**src/hw/mc_defines.svh**
```systemverilog
`ifndef MC_DEFINES_SVH
`define MC_DEFINES_SVH

////////////////////////////////////////
// Processor side
////////////////////////////////////////
`define MC_ADDR_W     16                                 // Byte address
`define MC_DATA_W     8                                  // One byte per access

////////////////////////////////////////
// L1 geometry
////////////////////////////////////////
`define MC_LINE_W     32                                 // One word per line
`define MC_OFFSET_W   2                                  // Byte within the word
`define MC_INDEX_W    6
`define MC_L1_LINES   64                                 // 2**MC_INDEX_W
`define MC_TAG_W      (`MC_ADDR_W - `MC_INDEX_W - `MC_OFFSET_W)

////////////////////////////////////////
// Main memory geometry
////////////////////////////////////////
// Tag and index together make up the word index
`define MC_WORD_W     (`MC_ADDR_W - `MC_OFFSET_W)
`define MC_MEM_WORDS  (1 << `MC_WORD_W)                  // 16384 words

`endif

```
**src/hw/mc_pkg.sv**
```systemverilog
`include "mc_defines.svh"

package mc_pkg;

    ////////////////////////////////////////
    // Address views
    ////////////////////////////////////////

    // Cache view of a byte address
    typedef struct packed {
        logic [`MC_TAG_W-1:0]    tag;
        logic [`MC_INDEX_W-1:0]  index;                  // Selects the L1 line
        logic [`MC_OFFSET_W-1:0] offset;                 // Byte lane
    } mem_addr_t;

    // Memory view, same bits
    typedef struct packed {
        logic [`MC_WORD_W-1:0]   word;                   // Main memory word index
        logic [`MC_OFFSET_W-1:0] offset;
    } word_addr_t;

    typedef union packed {
        mem_addr_t  cache;
        word_addr_t mem;
    } mem_addr_u;

    ////////////////////////////////////////
    // Transfers
    ////////////////////////////////////////

    // Processor request, stable while req is high
    typedef struct packed {
        logic                  rw;                       // 1 = write
        mem_addr_u             addr;
        logic [`MC_DATA_W-1:0] wdata;
    } cpu_req_t;

    // Main memory command, line data travels on its own wire
    typedef struct packed {
        logic                  we;
        logic [`MC_WORD_W-1:0] word;
    } mem_cmd_t;

endpackage

```
**src/hw/l1_cache_array.sv**
```systemverilog
`timescale 1ns/1ps
`include "mc_defines.svh"

module l1_cache_array (
    input  logic                  clk,
    input  logic                  reset_n,
    input  mc_pkg::mem_addr_u     lookup_addr,           // Held for the whole access
    input  logic                  fill,                  // Load line from memory
    input  logic [`MC_LINE_W-1:0] fill_line,
    input  logic                  byte_we,               // Merge one byte
    input  logic [`MC_DATA_W-1:0] wdata,
    output logic                  hit,
    output logic [`MC_DATA_W-1:0] rd_byte,
    output logic                  victim_dirty,
    output logic [`MC_WORD_W-1:0] victim_word,
    output logic [`MC_LINE_W-1:0] victim_line
);

    ////////////////////////////////////////
    // Storage
    ////////////////////////////////////////
    logic [`MC_LINE_W-1:0]   data_mem [`MC_L1_LINES];    // Line payload
    logic [`MC_TAG_W-1:0]    tag_mem  [`MC_L1_LINES];
    logic [`MC_L1_LINES-1:0] valid_q;                    // Cleared by reset
    logic [`MC_L1_LINES-1:0] dirty_q;

    logic [`MC_INDEX_W-1:0]  idx;
    logic [`MC_LINE_W-1:0]   line;                       // Line at the index
    logic [`MC_TAG_W-1:0]    line_tag;

    assign idx      = lookup_addr.cache.index;
    assign line     = data_mem[idx];
    assign line_tag = tag_mem[idx];

    ////////////////////////////////////////
    // Lookup
    ////////////////////////////////////////
    assign hit     = valid_q[idx] && (line_tag == lookup_addr.cache.tag);
    assign rd_byte = line[lookup_addr.cache.offset * `MC_DATA_W +: `MC_DATA_W];

    // Victim is whatever sits at the index now
    assign victim_dirty = valid_q[idx] && dirty_q[idx];
    assign victim_word  = {line_tag, idx};               // Rebuilt word index
    assign victim_line  = line;

    ////////////////////////////////////////
    // Payload and tag writes
    ////////////////////////////////////////
    always_ff @(posedge clk) begin
        if (fill) begin
            data_mem[idx] <= fill_line;                  // Whole line from memory
            tag_mem[idx]  <= lookup_addr.cache.tag;
        end else if (byte_we) begin
            // Only the addressed lane changes
            data_mem[idx][lookup_addr.cache.offset * `MC_DATA_W +: `MC_DATA_W] <= wdata;
        end
    end

    ////////////////////////////////////////
    // Valid and dirty state
    ////////////////////////////////////////
    always_ff @(posedge clk or negedge reset_n) begin
        if (!reset_n) begin
            valid_q <= '0;                               // Cache starts empty
            dirty_q <= '0;
        end else if (fill) begin
            valid_q[idx] <= 1'b1;
            dirty_q[idx] <= 1'b0;                        // Fresh copy of memory
        end else if (byte_we) begin
            dirty_q[idx] <= 1'b1;                        // Needs write-back on eviction
        end
    end

    // Writes are merged only into a resident line, refill comes first
    a_we_on_hit : assert property (
        @(posedge clk) disable iff (!reset_n)
        byte_we |-> hit
    );

endmodule

```
**config.mk**
```make
export PLATFORM = sky130hd
export DESIGN_NAME = l1_cache_array
export DESIGN_NICKNAME = d
export VERILOG_FILES = /design/src/hw/mc_pkg.sv /design/src/hw/l1_cache_array.sv
export VERILOG_INCLUDE_DIRS = /design/src /design/src/hw
export SDC_FILE = /design/constraint.sdc
export NUM_CORES = 2
export LEC_CHECK = 0
export ABC_AREA = 1
export BUFFER_PORTS_ARGS = -buffer_cell sky130_fd_sc_hd__buf_2
export CORE_ASPECT_RATIO = 1.2
export CORE_MARGIN = 1
export CORE_UTILIZATION = 55
export DETAILED_ROUTE_END_ITERATION = 8
export GPL_ROUTABILITY_DRIVEN = 0
export PLACE_DENSITY_LB_ADDON = 0.08
export SYNTH_ARGS = -nofsm -noshare
export SYNTH_HDL_FRONTEND = slang
export SYNTH_SLANG_ARGS = --single-unit
```
**constraint.sdc**
```tcl
create_clock -name clk -period 3.3 [get_ports clk]
set_input_delay 0.165 -clock clk [delete_from_list [all_inputs] [get_ports clk]]
set_output_delay 0.165 -clock clk [all_outputs]
set_load 0.01 [all_outputs]
```
==> impl_metrics.json <==
{
  "outcome": "finished, final reports clean",
  "start_util": 0.5532,
  "wire_per_inst_um": 27.92,
  "worstReg2RegStart": "valid_q[55]",
  "ant_nets": 0,
  "port_buffers": 115,
  "area_delta_synth_final_pct": 15.90,
  "place_ws_ns": 0.07339,
  "worst_pin_slew_ns": 1.257,
  "vdd_drop_max_mv": 0.5383,
  "drive_gt1_frac": 0.1248,
  "vias": 70970,
  "drt_first_pass_iters": 6,
  "clk_pin_slew_ns": 0.06,
  "synth.largest_area_cell": "edfxtp_1",
  "fin_ws_ns": 0.06180,
  "synth_area_um2": 105900,
  "worstSkewPairLatency_ns": 0.90,
  "clockBufferDepth": 4,
  "synth_edf_count": 2560,
  "leakage_uw": 0.04544,
  "required_ns": 3.13,
  "syn_nets": 8722,
  "max_freq_mhz": 308.8,
  "grt_pass1_vias": 67090,
  "grt-ovfl-total": 0,
  "tns_ns": 0,
  "first_iter_violations": 8337,
  "io_pins": 116,
  "hold_viol_final": 0,
  "grt_max_degree": 96,
  "rrSetupSlack_ns": 2.50,
  "htree_levels": 5,
  "critical_path_arrival_ns": 3.07,
  "synth.distinct_cells": 38,
  "grt_pass1_wl_um": 473500,
  "drt_wl_total_um": 332800,
  "synth_cells": 8657,
  "seq_area_frac_synth": 0.7565,
  "min_path_type": "in2reg",
  "path_class": "reg2out",
  "synth.most_common_cell": "nand2_1",
  "worstPathMaxFanout": 2,
  "maxCapViolCount": 0,
  "r2r_cells": 1,
  "antenna_found_initial": 11,
  "fillers": 14410,
  "die_y_um": 482.6,
  "drc": 0,
  "p_per_area_nw_per_um2": 593.6,
  "min_period_over_period": 0.9813,
  "whs_endpoint": "data_mem[50][8]",
  "cts_buffers": 281,
  "clockRootBuffer": "clkbuf_16",
  "instances_no_fill": 11920,
  "slew_headroom": 0.1591,
  "synth.area.top_cells": "edfxtp_1 73%, nand2_1 11%, dfrtp_1 3.0%",
  "die_w_um": 402.5,
  "finalClockSkew_ns": 0,
  "hpwlAfterDp_um": 211300,
  "ys.flop_type": "edfxtp_1",
  "yosys_warnings": 0,
  "dp_cells": 11390,
  "final_util": 0.6411,
  "viasPerCell": 5.952,
  "period_needed_ns": 3.238,
  "cts_tree": "yes",
  "synth-async-reset-ratio": 0.04762,
  "hp-start": "fill_line[8]",
  "row_count": 176,
  "syn_avg_cell_area_um2": 12.23,
  "hold_path_depth": 4,
  "start_kind": "register",
  "finalSetupViolCount": 0,
  "endpoint_kind": "output pin",
  "reg2reg_to": "valid_q[55]",
  "design.die.area_um2": 194200,
  "slew_viol_final": 0,
  "synth_commonest_cells": "3120 x nand2_1, 2560 x edfxtp_1, 578 x nor2_1, 380 x inv_1, 331 x nand4_1",
  "grt_use_total": 0.3419,
  "clock-sinks": 2688,
  "core_um2": 191400,
  "nets": 9295,
  "synth_top_area_frac": 0.7262,
  "synth.ff_latch_count": 2688
}
## layout make-up
cell class / count / area [um2] / area share
Multi-Input combinational cell: 5148 / 22740 / 0.1853
Clock inverter: 107 / 907.1 / 0.007394
Timing Repair Buffer: 725 / 6733 / 0.05488
Sequential cell: 2688 / 80080 / 0.6527
Inverter: 386 / 1469 / 0.01197
Antenna cell: 6 / 15.01 / 0.0001224
Clock buffer: 370 / 7625 / 0.06215
Tap cell: 2492 / 3118 / 0.02542
## state kept, by name (all words and copies together), names as in the netlist, named ones only
| register | flops |
|---|---|
| tag_mem | 512 |
| data_mem | 2048 |
| valid_q | 64 |
## metal layers
| layer | vias to the layer above | part of all wire | GRT usage |
|---|---|---|---|
| li1 | 31240 | - | - |
| met1 | 35070 | 0.38 | 0.4564 |
| met2 | 3902 | 0.46 | 0.5379 |
| met3 | 747 | 0.11 | 0.07156 |
| met4 | 4 | 0.054 | 0.1683 |
| met5 | - | 0.000072 | 0 |
## metrics by stage
stage / power (uW) / hold WS (ns) / instance area (um2)
2_1_floorplan: 40990 / -0.1306 / 105900
3_3_place_gp: 43230 / 0.1286 / 113500
3_5_place_dp: 43300 / 0.1241 / 113500
4_1_cts: 72960 / 0.01441 / 122600
6_report: 72820 / 0.03630 / 122700
5_1_grt: 74570 / 0.06074 / 122700
## cell usage in the layout, fill, tap and decap left out, drive strengths merged, types with 154 or more instances in the layout
cell type,instances
a22oi,154
buf,676
clkbuf,370
edfxtp,2560
inv,389
nand2,3123
nand3,263
nand4,331
nor2,586
o21ai,357
## critical path: stages (launching register included)
cell and delay (ns):
edfxtp_1 0.50, nand2_1 0.12, a21oi_1 0.08, o21ai_2 0.33
buf_4 0.18, nand4_1 0.07, nand2_1 0.14, nand2_1 0.06
nor2_1 0.13, nand3_1 0.14, nand3_1 0.12, nand2_1 0.11
buf_2 0.17
## report_power, final
part           internal, uW  switching (uW)
Combinational          1300            3390
Sequential            37900             134
Clock                 17400           12700
## what timing repair did
action,in CTS,in global routing
endpoints found under the setup margin,10,7
hold buffers,50,0
endpoints found under the hold margin,1593,0
gates resized for setup,18,18
setup buffers,0,0
pin swaps,0,0
## logic make-up (layout without fill, tap and decap cells)
kind of cell | Yosys count | in the layout | share of synthesized area
simple gates | 4384 | 4384 | 0.1687
flops | 2688 | 2688 | 0.7565
buf+inv | 821 | 1588 | 0.03260
compound gates | 759 | 759 | 0.04161
fa+ha+maj | 5 | 5 | 0.0005910
other cells | 0 | 6 | 0
## worst max path at each step
stage | from | end | depth (start not counted) | slack [ns]
after floorplan | lookup_addr[1] | data_mem[0][10] | 6 | -0.31
after global placement | lookup_addr[4] | data_mem[58][10] | 7 | -0.02
after global routing | data_mem[44][15] | rd_byte[7] | 12 | -0.0006
after detailed placement | lookup_addr[3] | rd_byte[1] | 15 | 0.07
after CTS | data_mem[14][15] | rd_byte[7] | 9 | 0.006
final | data_mem[44][15] | rd_byte[7] | 12 | 0.06
Power figures use the tool's default switching activity.
