===== src/hw/mc_defines.svh =====
`ifndef MC_DEFINES_SVH
`define MC_DEFINES_SVH

////////////////////////////////////////
// Processor side
////////////////////////////////////////
`define MC_ADDR_W     16                                 // Byte address
`define MC_DATA_W     8                                  // One byte per access

////////////////////////////////////////
// L1 geometry
////////////////////////////////////////
`define MC_LINE_W     32                                 // One word per line
`define MC_OFFSET_W   2                                  // Byte within the word
`define MC_INDEX_W    6
`define MC_L1_LINES   64                                 // 2**MC_INDEX_W
`define MC_TAG_W      (`MC_ADDR_W - `MC_INDEX_W - `MC_OFFSET_W)

////////////////////////////////////////
// Main memory geometry
////////////////////////////////////////
// Tag and index together make up the word index
`define MC_WORD_W     (`MC_ADDR_W - `MC_OFFSET_W)
`define MC_MEM_WORDS  (1 << `MC_WORD_W)                  // 16384 words

`endif


===== src/hw/mc_pkg.sv =====
`include "mc_defines.svh"

package mc_pkg;

    ////////////////////////////////////////
    // Address views
    ////////////////////////////////////////

    // Cache view of a byte address
    typedef struct packed {
        logic [`MC_TAG_W-1:0]    tag;
        logic [`MC_INDEX_W-1:0]  index;                  // Selects the L1 line
        logic [`MC_OFFSET_W-1:0] offset;                 // Byte lane
    } mem_addr_t;

    // Memory view, same bits
    typedef struct packed {
        logic [`MC_WORD_W-1:0]   word;                   // Main memory word index
        logic [`MC_OFFSET_W-1:0] offset;
    } word_addr_t;

    typedef union packed {
        mem_addr_t  cache;
        word_addr_t mem;
    } mem_addr_u;

    ////////////////////////////////////////
    // Transfers
    ////////////////////////////////////////

    // Processor request, stable while req is high
    typedef struct packed {
        logic                  rw;                       // 1 = write
        mem_addr_u             addr;
        logic [`MC_DATA_W-1:0] wdata;
    } cpu_req_t;

    // Main memory command, line data travels on its own wire
    typedef struct packed {
        logic                  we;
        logic [`MC_WORD_W-1:0] word;
    } mem_cmd_t;

endpackage


===== src/hw/cache_ctrl.sv =====
`timescale 1ns/1ps
`include "mc_defines.svh"

module cache_ctrl (
    input  logic                  clk,
    input  logic                  reset_n,
    input  logic                  req,
    input  mc_pkg::cpu_req_t      cpu_req,
    input  logic                  hit,
    input  logic [`MC_DATA_W-1:0] rd_byte,
    input  logic                  victim_dirty,
    input  logic [`MC_WORD_W-1:0] victim_word,
    output logic                  ack,
    output logic [`MC_DATA_W-1:0] rdata,
    output mc_pkg::mem_addr_u     lookup_addr,
    output logic                  fill,
    output logic                  byte_we,
    output logic [`MC_DATA_W-1:0] wdata,
    output logic                  mem_valid,
    output mc_pkg::mem_cmd_t      mem_cmd
);

    import mc_pkg::*;

    typedef enum logic [2:0] {
        IDLE,                                            // Wait for req
        LOOKUP,                                          // Tag compare
        WRITEBACK,                                       // Dirty victim to memory
        REFILL,                                          // Memory read issued
        FILL,                                            // Line lands in L1
        ACK                                              // Hold ack until req drops
    } ctrl_state_e;

    ctrl_state_e state_q;
    ctrl_state_e state_nx;
    cpu_req_t    req_q;                                  // Latched request

    ////////////////////////////////////////
    // Request latch
    ////////////////////////////////////////
    always_ff @(posedge clk) begin
        if (state_q == IDLE && req) begin
            req_q <= cpu_req;
        end
    end

    assign lookup_addr = req_q.addr;
    assign wdata       = req_q.wdata;

    ////////////////////////////////////////
    // Next state
    ////////////////////////////////////////
    always_comb begin
        state_nx = state_q;
        case (state_q)
            IDLE: begin
                if (req) state_nx = LOOKUP;
            end
            LOOKUP: begin
                if (hit) begin
                    state_nx = ACK;                      // Read or write done here
                end else if (victim_dirty) begin
                    state_nx = WRITEBACK;
                end else begin
                    state_nx = REFILL;
                end
            end
            WRITEBACK: state_nx = REFILL;
            REFILL:    state_nx = FILL;
            FILL:      state_nx = LOOKUP;                // Retry the lookup, which now hits
            ACK: begin
                if (!req) state_nx = IDLE;               // Four-phase release
            end
            default:   state_nx = IDLE;
        endcase
    end

    always_ff @(posedge clk or negedge reset_n) begin
        if (!reset_n) begin
            state_q <= IDLE;
            ack     <= 1'b0;
            rdata   <= '0;
        end else begin
            state_q <= state_nx;
            ack     <= (state_nx == ACK);                // Falls a cycle after req
            if (state_q == LOOKUP && hit && !req_q.rw) begin
                rdata <= rd_byte;                        // Held through ack
            end
        end
    end

    ////////////////////////////////////////
    // L1 and memory strobes
    ////////////////////////////////////////
    assign byte_we   = (state_q == LOOKUP) && hit && req_q.rw;
    assign fill      = (state_q == FILL);
    assign mem_valid = (state_q == WRITEBACK) || (state_q == REFILL);

    always_comb begin
        mem_cmd.we   = (state_q == WRITEBACK);
        // Victim's own word on write-back and the requested word on refill
        mem_cmd.word = (state_q == WRITEBACK) ? victim_word : req_q.addr.mem.word;
    end

    // Ack only answers a request still being held
    a_ack_needs_req : assert property (
        @(posedge clk) disable iff (!reset_n)
        $rose(ack) |-> req
    );

    // Retried lookup after a fill must find the new line
    a_hit_after_fill : assert property (
        @(posedge clk) disable iff (!reset_n)
        fill |=> hit
    );

endmodule


===== config.mk =====
export PLATFORM = sky130hd
export DESIGN_NAME = cache_ctrl
export DESIGN_NICKNAME = d
export VERILOG_FILES = /design/src/hw/mc_pkg.sv /design/src/hw/cache_ctrl.sv
export VERILOG_INCLUDE_DIRS = /design/src /design/src/hw
export SDC_FILE = /design/constraint.sdc
export NUM_CORES = 1
export LEC_CHECK = 0
export BUFFER_PORTS_ARGS = -buffer_cell sky130_fd_sc_hd__buf_2
export CAP_MARGIN = 10
export CORE_ASPECT_RATIO = 1.5
export CORE_UTILIZATION = 43
export DETAILED_ROUTE_END_ITERATION = 16
export PLACE_DENSITY = 0.8
export SLEW_MARGIN = 20
export SYNTH_ARGS = -nofsm -noshare
export SYNTH_HDL_FRONTEND = slang
export SYNTH_SLANG_ARGS = --single-unit

===== constraint.sdc =====
create_clock -name clk -period 5.31 [get_ports clk]
set_input_delay 0.531 -clock clk [delete_from_list [all_inputs] [get_ports clk]]
set_output_delay 0.531 -clock clk [all_outputs]
set_load 0.01 [all_outputs]

==> out/summary.md <==
Outcome
* **run status** finished, final reports clean

Power and ir drop
* **total leakage power** 1.011 nW
* **internal power contribution** 0.6635 mW
* **net switching share of the total power** 0.3178
* **Max VDD drop** 270.1 uV
* **combinational power share** 0.348
* **register share of total power** 0.467
* **power consumption** 0.9727 mW
* **net switching power of the design** 0.3092 mW
* **PwrDens** 453.5 mW/mm2
* **share of power burned in the clock network** 0.185

Flow run
* **number of maximum-capacitance constraint violations** 0

STA
* **number of hold violations in the final report** 0
* **worst hold-check slack** 0.1152 ns
* **Finish-stage setup viols** 0
* **Slew Limit Fails** 0
* **worst slew margin relative to its limit** 0.4591
* **transition time of the tightest slew-check pin** 0.8113 ns
* **accumulated negative setup slack** 0 ns
* **unrepaired setup endpoints after global routing** no
* **Max Clock Freq** 364.1 MHz
* **fin crit share** 0.5173
* **worst setup skew after layout** 0.006432 ns
* **clock period minus final worst setup slack** 2.747 ns

Place
* **GP Congestion** 0.6874
* **number of buffers added on ports** 102
* **half-perimeter wire length after placement** 2578 um

Floorplanning
* **IO Pins** 103
* **core region area** 0.003750 mm2
* **Die Width** 53.50 um
* **std cell rows** 27
* **effective utilization at floorplan** 0.4561
* **vertical die dimension** 79.25 um
* **Die ar.** 0.004239 mm2

Global routing
* **global-route wire length before repair** 4788 um
* **vias in the first global route** 1080
* **Global Route Usage Sum** 0.1619
* **antenna violations before repair** 0
* **pin count of the biggest net entering global routing** 26
* **GRT Residual Overflow** 0

Synth
* **synthesized net count** 162
* **sequential cell area fraction in the yosys report** 0.6145
* **post-synthesis instance area** 0.001710 mm2
* **synthesized instance count** 110
* **total number of yosys warnings** 0
* **distinct cell type count of the synthesized netlist** 24
* **flip-flop and latch count after synthesis** 37
* **syn_area_per_cell** 15.55 um2

Critical path
* **required time at the endpoint of the critical path** 4.78 ns
* **largest driver fanout on the critical path** 15
* **R2R setup slack** 3.62 ns
* **maximum single-stage delay on the critical path** 0.66 ns
* **number of cell instances on the worst register-to-register path** 3
* **cell with the biggest individual delay on the critical path** and2_1
* **worst setup path end** mem_cmd[1]
* **worst setup path category** register to output pin
* **worst flop-to-flop path endpoint** rdata[0]
* **worst setup path startpoint** state_q[1]
* **CP endpoint kind** output pin
* **cell chain of the critical path** nor2b_2 > and2_1 > mux2_1 > buf_2
* **launch instance of the worst register-to-register path** state_q[2]
* **type of origin of the critical path** register
* **worst endpoint data arrival time** 2.22 ns

Routing
* **via-per-instance ratio** 4.698
* **Total Wirelength** 3201 um
* **TritonRoute pass-1 iters** 4
* **DRC violation count after routing** 0
* **Avg WL per Cell** 13.62 um
* **residual antenna-violating net count after detailed routing** 0
* **DR vias** 1104
* **count of routing violations after the opening detailed-route iteration** 10

Finish
* **synthesis-to-layout area growth** 25.38%
* **leading cell type in the layout, fill and taps excluded** buf_2
* **number of inserted filler cells in the final layout** 361
* **ratio of cells with drive above 1 in the final layout** 0.6406
* **most frequent cells in the layout** buf_2, edfxtp_1, mux2_1
* **count of antenna diodes in the layout** 0
* **Net count, final** 243

Clock network
* **CTS tree** built
* **Clk Latency, worst-skew pair** 0.28 ns
* **clock-pin slew of the registers on the worst-case setup and hold paths** 0.07 ns
* **root cell of the clock tree** clkbuf_8
* **buffer depth of the longest clock path** 2
* **Max H-tree Level** 2
* **Clock Sink Count** 37
* **postcts setup bufs** 0
* **hold-fix buffer count after cts** 0
* **clock buffer count from CTS** 5
* **total of cells resized after clock tree synthesis** 0

Min path
* **worst hold path class** input pin to asynchronous set/reset pin

## routing by layer
metal | GRT usage | vias to the layer above | part of all wire
li1 | - | 526 | -
met3 | 0.09004 | 2 | 0.14
met5 | 0 | - | 0
met4 | 0.07105 | 0 | 0.0075
met2 | 0.2775 | 85 | 0.49
met1 | 0.1497 | 491 | 0.36
## flip-flops by register name, indices dropped and copies added (netlist names)
signal,flops
req_q,1
rdata,8
wdata,8
ack,1
state_q,3
lookup_addr,16
## worst max-delay path: cells and delay by family, from the launching register on
kind / cells / cell delay (ns)
and+or+nand+nor: 2 / 0.87
buffers and inverters: 1 / 0.14
muxes: 1 / 0.38
DFF: 1 / 0.53
## logic make-up (layout without fill, tap and decap cells)
kind of cell,count (synthesis),after routing,share of synthesized area
flops,37,37,0.6145
buf+inv,30,112,0.1346
mux,22,22,0.1646
simple gates,17,17,0.06876
compound gates,4,4,0.01756
## Yosys cell counts (all sizes together)
library cell	instances	share of area
and2b	1	0.0044
a211oi	1	0.0044
and2	2	0.0073
nor4b	1	0.0051
nor2	2	0.0044
or4	1	0.0044
nor3	1	0.0029
a21boi	1	0.0044
inv	1	0.0022
nor3b	2	0.0088
nand2	1	0.0022
mux2	22	0.16
nand2b	2	0.0073
dfrtp	12	0.18
nor2b	3	0.012
a21oi	1	0.0029
nor4bb	1	0.0095
buf	29	0.13
o32a	1	0.0059
edfxtp	25	0.44
## stage by stage
stage	cell area, um2	utilization	cells	worst slack [ns]
global route	2145	0.5719	235	2.427
finish	2145	0.5719	235	2.563
floorplan	1710	-	110	1.615
detailed placement	2062	0.5499	227	2.839
CTS	2145	0.5719	235	2.522
global placement	2062	0.5499	227	2.923
## cell type report
type | count | area [um2] | area share
sequential | 37 | 1051 | 0.4901
inverter | 1 | 3.754 | 0.001750
clock buffer | 6 | 72.57 | 0.03384
multi-input combinational | 43 | 435.4 | 0.2030
timing repair buffer | 103 | 518.0 | 0.2415
clock inverter | 2 | 10.01 | 0.004667
tap | 43 | 53.80 | 0.02509
## power by group through the flow
| stage | logic, mW | clock network, mW | registers [mW] |
|---|---|---|---|
| 6_report | 0.338 | 0.180 | 0.454 |
| 5_1_grt | 0.373 | 0.199 | 0.465 |
| 4_1_cts | 0.345 | 0.189 | 0.455 |
| 3_5_place_dp | 0.344 | 0 | 0.459 |
| 3_3_place_gp | 0.337 | 0 | 0.454 |
| 2_1_floorplan | 0.253 | 0 | 0.457 |
## how the worst min path moves through the flow
stage,start,endpoint,slack (ns)
after floorplan,reset_n,ack,0.24
after global placement,reset_n,state_q[1],0.42
after detailed placement,reset_n,rdata[2],0.42
after CTS,reset_n,rdata[2],0.11
after global routing,reset_n,rdata[2],0.12
final,reset_n,state_q[1],0.12
Note: power is estimated with default switching activity, not from simulation.
